--- src/common/bar_pkg.sv ---
package bar_pkg;

    // ------------------------------------------------------------------
    // BAR geometry
    // ------------------------------------------------------------------

    // 4 KiB window of 32-bit words
    localparam int unsigned BAR_DEPTH_WORDS = 1024;

    localparam int unsigned BAR_ADDR_W = 32;
    localparam int unsigned BAR_DATA_W = 32;
    localparam int unsigned BAR_BE_W   = BAR_DATA_W / 8;
    localparam int unsigned BAR_CTX_W  = 88;

    // ------------------------------------------------------------------
    // vector types
    // ------------------------------------------------------------------

    // byte offset as delivered by the TLP decoder
    typedef logic [BAR_ADDR_W-1:0] bar_addr_t;

    typedef logic [BAR_DATA_W-1:0] bar_data_t;

    // bit n enables byte n
    typedef logic [BAR_BE_W-1:0]   bar_be_t;

    // completion context, opaque to the BAR
    typedef logic [BAR_CTX_W-1:0]  bar_ctx_t;

    // ------------------------------------------------------------------
    // request and response bundles
    // ------------------------------------------------------------------

    typedef struct packed {
        logic      valid;
        bar_addr_t addr;
        bar_be_t   be;
        bar_data_t data;
    } bar_wr_req_t;

    typedef struct packed {
        logic      valid;
        bar_ctx_t  ctx;
        bar_addr_t addr;
    } bar_rd_req_t;

    typedef struct packed {
        logic      valid;
        bar_ctx_t  ctx;
        bar_data_t data;
    } bar_rd_rsp_t;

endpackage

--- src/bar_mem/bar_rd_pipe.sv ---
`timescale 1ns/10ps

module bar_rd_pipe
    import bar_pkg::*;
(
    input  logic     clk,
    input  logic     rst,

    // read request side
    input  logic     req_valid,
    input  bar_ctx_t req_ctx,

    // delayed by two cycles, in step with bar_ram
    output logic     rsp_valid,
    output bar_ctx_t rsp_ctx
);

    // ------------------------------------------------------------------
    // stage 1
    // ------------------------------------------------------------------

    logic     stage1_valid;
    bar_ctx_t stage1_ctx;

    // ------------------------------------------------------------------
    // valid chain
    // ------------------------------------------------------------------

    // no response may leave in the two cycles after reset
    always_ff @(posedge clk) begin
        if (rst) begin
            stage1_valid <= 1'b0;
            rsp_valid    <= 1'b0;
        end else begin
            stage1_valid <= req_valid;
            rsp_valid    <= stage1_valid;
        end
    end

    // ------------------------------------------------------------------
    // context chain
    // ------------------------------------------------------------------

    // each stage owns its own context, so two reads in flight
    // keep their completions apart
    always_ff @(posedge clk) begin
        stage1_ctx <= req_ctx;
        rsp_ctx    <= stage1_ctx;
    end

endmodule

--- config.mk ---
export PLATFORM = sky130hd
export DESIGN_NAME = bar_rd_pipe
export DESIGN_NICKNAME = d
export VERILOG_FILES = /design/src/common/bar_pkg.sv /design/src/bar_mem/bar_rd_pipe.sv
export SDC_FILE = /design/constraint.sdc
export NUM_CORES = 1
export LEC_CHECK = 0
export ABC_CLOCK_PERIOD_IN_PS = 800
export BUFFER_PORTS_ARGS = -buffer_cell sky130_fd_sc_hd__buf_2
export CAP_MARGIN = 20
export CORE_MARGIN = 4
export CORE_UTILIZATION = 39
export DETAILED_ROUTE_END_ITERATION = 8
export HOLD_SLACK_MARGIN = 0.15
export PLACE_DENSITY = 0.78
export RECOVER_POWER = 100
export SLEW_MARGIN = 25
export SYNTH_ARGS = -nofsm -noshare
export SYNTH_HDL_FRONTEND = slang
export SYNTH_SLANG_ARGS = --single-unit
export TNS_END_PERCENT = 30
--- constraint.sdc ---
create_clock -name clk -period 0.8 [get_ports clk]
set_input_delay 0.12 -clock clk [delete_from_list [all_inputs] [get_ports clk]]
set_output_delay 0.12 -clock clk [all_outputs]
set_load 0.1 [all_outputs]
==> results of run 1 <==
## where the power goes
group          internal (mW)  leakage, nW  total [mW]  switching, mW
logic                   1.33         1.56        3.32           1.99
clock network           4.05        0.266        7.58           3.53
registers               9.39         1.50        9.66          0.263
total                   14.8         3.33        20.6           5.78
## synthesized netlist by cell type
cell type	number	share of area
nor2b_1	2	0.0035
dfxtp_1	178	1.0
## how the worst max path moves through the flow
| stage | from | end | slack [ns] | cells past startpoint |
|---|---|---|---|---|
| 6_report | rsp_ctx[14] | rsp_ctx[14] | -0.37 | 1 |
| 4_1_cts | rsp_ctx[34] | rsp_ctx[34] | -0.39 | 1 |
| 3_5_place_dp | rsp_ctx[34] | rsp_ctx[34] | 0.13 | 1 |
| 3_3_place_gp | rsp_ctx[87] | rsp_ctx[87] | 0.13 | 1 |
| 2_1_floorplan | rsp_ctx[33] | rsp_ctx[33] | -0.23 | 0 |
| 5_1_grt | rsp_ctx[34] | rsp_ctx[34] | -0.41 | 1 |
## metal layers
| layer | GRT usage | share of wire |
|---|---|---|
| met1 | 0.167 | 0.32 |
| met2 | 0.364 | 0.57 |
| met3 | 0.0796 | 0.078 |
| met4 | 0.0988 | 0.030 |
| met5 | 0 | 0 |
## flip-flops by register name (all words and copies together), names as in the netlist
name / flops
stage1_ctx: 88
rsp_valid: 1
stage1_valid: 1
rsp_ctx: 88
## stage by stage
stage | setup TNS [ns] | area (um2) | hold WS (ns) | worst slack [ns] | utilization
floorplan | -14.43 | 3610 | 0.148 | -0.229 | -
global placement | 0 | 5980 | 0.222 | 0.130 | 0.679
detailed placement | 0 | 5980 | 0.224 | 0.125 | 0.679
CTS | -33.19 | 7510 | 0.210 | -0.391 | 0.853
global route | -34.49 | 7510 | 0.226 | -0.411 | 0.852
finish | -30.79 | 7510 | 0.239 | -0.368 | 0.852
## kinds of logic after synthesis
logic type / share of synthesized area
flip-flops: 0.997
AND/OR/NAND/NOR: 0.00350
## repair_timing
action,CTS,global route
endpoints found under the setup margin,89,89
hold buffers,90,0
hold endpoints to repair,90,0
resized for setup,63,0
## final cells by class
| cell class | instances | share of cell area |
|---|---|---|
| Antenna cell | 1 | 0.000333 |
| Clock buffer | 20 | 0.0580 |
| Clock inverter | 12 | 0.0157 |
| Multi-Input combinational cell | 2 | 0.00167 |
| Sequential cell | 178 | 0.490 |
| Tap cell | 108 | 0.0180 |
| Timing Repair Buffer | 269 | 0.417 |
==> results_dict.tcl, run 1 <==
set metrics [dict create \
    run_status "finished, violations left" \
    violations "negative setup slack" \
    ys_types 2 \
    cp.arrival_ns 1.05 \
    drive_above_1_share 0.611 \
    routed_wl_mm 9.40 \
    rsz0062_at_grt "true" \
    path_class "reg2out" \
    antenna_found_initial 1 \
    avgSynthCellArea_um2 19.9 \
    post_drt_wl_per_cell_um 15.9 \
    initial_core_util 0.406 \
    synth_area_mm2 0.00358 \
    drv_cap 0 \
    drtIter0Drc 57 \
    place_inst 467 \
    n_fill_cell 365 \
    gp_congestion 0.650 \
    ir_drop_v 0.00184 \
    cp-end-kind "output port" \
    synth_warnings 0 \
    fmax_ghz 0.857 \
    leakagePower_nw 3.33 \
    cp-start-kind "flop" \
    ant_nets 0 \
    core-area_mm2 0.00881 \
    fin_crit_sh 1.46 \
    finalSetupViolCount 89 \
    slew_violations 0 \
    grt_use_total 0.190 \
    synth_nets 271 \
    critPathSlowestCell "dfxtp_2" \
    layout_common_cells "dlygate4sd3_1 (90), buf_12 (89), dfxtp_2 (89), dfxtp_1 (89), buf_2 (84)" \
    clock_skew_ns 0.00786 \
    worstPathRequired_ns 0.68 \
    power_mw 20.6 \
    syn_inst 180 \
    rr_worst_depth 1 \
    multi_input_area_um2 12.5 \
    crit_path_max_fanout 1 \
    clk_pin_slew_ns 0.07 \
    port_buffers 179 \
    min_period_ns 1.17 \
    die_area_mm2 0.0108 \
    post-dp-hpwl_mm 5.97 \
    cts_tree "built" \
    max_stage_delay_ns 0.35 \
    grt_pass1_vias 2858 \
    rr_endpoint "rsp_valid" \
    cp_top_family "flip-flops" \
    grt_overflow 0 \
    ys_seq_elements 178 \
    insertion_delay_ns 0.51 \
    via_per_inst 4.00 \
    areaGrowthSynthToFinish_pct 110 \
    die-width_um 104 \
    r2r_slack_ns 0.27 \
    hold_end "stage1_ctx[20]" \
    instances_no_fill 590 \
    dr.pass1.iters 4 \
    clk_path_buf_depth 2 \
    root_buffer "clkbuf_8" \
    num_vias 2358 \
    clkSinkCount 178 \
    tightest_slew_ns 0.278 \
    grt_max_degree 18 \
    cts_made_buffers 17 \
    p_per_area_mw_per_mm2 2740 \
    drc 0 \
    nets 559 \
    slew_headroom 0.815 \
    regArea_mm2 0.00367 \
    postCtsSetupBuffers 0 \
    worstPathBufferInverterCount 1 \
    dieHeight_um 104 \
    r2r_start "stage1_valid" \
    hold_viol_final 0 \
    yosysSeqAreaShare 0.997 \
    htree_levels 4 \
    ioPinCount 180 \
    timing.critical_path.cells "buf_12" \
    setup_ws_ns -0.368 \
    worstHoldStart "req_ctx[20]" \
    rows 34 \
    hold_path_depth 2 \
    mostFrequentLayoutCell "dlygate4sd3_1" \
    grt_pass1_wl_mm 15.3 \
    hold_class "in2reg" \
]
Power figures use the tool's default switching activity.
==> inputs of run 2 (changes only) <==
--- a/config.mk
+++ b/config.mk
@@ -12,7 +12,7 @@
 export CORE_UTILIZATION = 39
 export DETAILED_ROUTE_END_ITERATION = 8
 export HOLD_SLACK_MARGIN = 0.15
-export PLACE_DENSITY = 0.78
+export PLACE_DENSITY = 0.84
 export RECOVER_POWER = 100
 export SLEW_MARGIN = 25
 export SYNTH_ARGS = -nofsm -noshare
==> run 2 against run 1 <==
Compared with the run above: the flow still finishes with violations (negative setup slack); flip-flop and latch count is the same; count of clock-buffer cells in the layout is 1 lower; sequential power is essentially flat; maximum frequency rose by 0.38%; highest routed layer unchanged; global-route usage grew 0.22 points; sequential share of layout area grew 0.11 points; wire length up 2.6%; utilization shrank 0.20 points; combinational power about the same.
==> results_dict.tcl, run 2 (synthesized netlist as in run 1, its figures left out) <==
set metrics [dict create \
    run_status "finished, violations left" \
    violations "negative setup slack" \
    nets 559 \
    via_per_inst 3.99 \
    crit_path_max_fanout 1 \
    p_per_area_mw_per_mm2 2730 \
    drtIter0Drc 24 \
    drt-met1-wl_mm 3.06 \
    drc 0 \
    rsz0062_at_grt "true" \
    grt_max_degree 18 \
    areaGrowthSynthToFinish_pct 109 \
    initial_core_util 0.406 \
    ir_drop_v 0.00189 \
    antenna_found_initial 0 \
    post-dp-hpwl_mm 6.07 \
    num_vias 2357 \
    cp_top_family "flip-flops" \
    n_fill_cell 389 \
    cts_tree "built" \
    place_inst 467 \
    tns_ns -30.45 \
    fin_crit_sh 1.45 \
    rows 34 \
    hold_class "in2reg" \
    post_dp_cell_area_mm2 0.00598 \
    worstPathRequired_ns 0.68 \
    top_layer "met4" \
    grt_overflow 0 \
    critPathSlowestCell "dfxtp_2" \
    drive_above_1_share 0.603 \
    ioPinCount 180 \
    path_class "reg2out" \
    fmax_ghz 0.860 \
    instances_no_fill 590 \
    htree_levels 4 \
    dieHeight_um 104 \
    top_regs "rsp_ctx: 88 flops, stage1_ctx: 88 flops" \
    core-area_mm2 0.00881 \
    grt_pass1_vias 2845 \
    mostFrequentLayoutCell "dlygate4sd3_1" \
    routed-wl-met3_um 794 \
    post_drt_wl_per_cell_um 16.4 \
    power_mw 20.4 \
    grt_use_total 0.192 \
    worst_hold_slack_ns 0.237 \
    cts_made_buffers 17 \
    clk_path_buf_depth 2 \
    dr.pass1.iters 4 \
    clkSinkCount 178 \
    insertion_delay_ns 0.51 \
    cp.arrival_ns 1.04 \
    min_period_ns 1.16 \
    cp-start-kind "flop" \
    routed_wl_mm 9.65 \
    grt_pass1_wl_mm 15.4 \
    ant_nets 0 \
    timing.critical_path.cells "buf_12" \
    gp_congestion 0.694 \
    worstPathBufferInverterCount 1 \
    post-route-util 0.850 \
    tightest_slew_ns 0.273 \
    dr_wl_met2_mm 5.57 \
    layout_common_cells "dlygate4sd3_1 (90), buf_12 (89), dfxtp_2 (89), dfxtp_1 (89), buf_2 (82)" \
    port_buffers 179 \
    postCtsSetupBuffers 0 \
    die_area_mm2 0.0108 \
    max_stage_delay_ns 0.36 \
    leakagePower_nw 3.32 \
    clk_pin_slew_ns 0.07 \
    slew_violations 0 \
    clock_skew_ns 0.00855 \
    setup_ws_ns -0.363 \
    stdcell_area_mm2 0.00749 \
    slew_headroom 0.818 \
    cp-end-kind "output port" \
    hold_viol_final 0 \
    finalSetupViolCount 89 \
    die-width_um 104 \
    root_buffer "clkbuf_8" \
    drv_cap 0 \
    pre_cts_slack_ns 0.126 \
]
## run 2: final cells by class
type	count	area [um2]	share of cell area
multi-input cells	2	12.5	0.00167
clock inverters	13	119	0.0159
diodes	1	2.50	0.000334
clock buffers	19	422	0.0563
repair buffers	269	3120	0.417
well taps	108	135	0.0180
flip-flops and latches	178	3670	0.491
## run 2: final timing paths
path	start	end	slack [ns]	cells after the start
max reg2reg	stage1_valid	rsp_valid	0.27	1
min	req_ctx[53]	stage1_ctx[53]	0.24	2
min reg2reg	stage1_ctx[56]	rsp_ctx[56]	0.32	0
max	rsp_ctx[11]	rsp_ctx[11]	-0.36	1
## run 2: where the power goes
group	internal (mW)	switching [mW]	leakage, nW
Clock	3.95	3.51	0.265
Sequential	9.39	0.267	1.50
Combinational	1.32	1.99	1.55
Total	14.7	5.77	3.32
## run 2: per-layer routing
| metal | vias to the layer above | global-route usage |
|---|---|---|
| li1 | 1137 | - |
| met1 | 1087 | 0.165 |
| met2 | 119 | 0.373 |
| met3 | 14 | 0.0802 |
| met4 | 0 | 0.0969 |
| met5 | - | 0 |
## run 2: what timing repair did
action | CTS | global route
resized for setup | 63 | 0
endpoints found under the hold margin | 90 | 0
cloned | 0 | 0
hold buffers | 90 | 0
setup endpoints to repair | 89 | 89
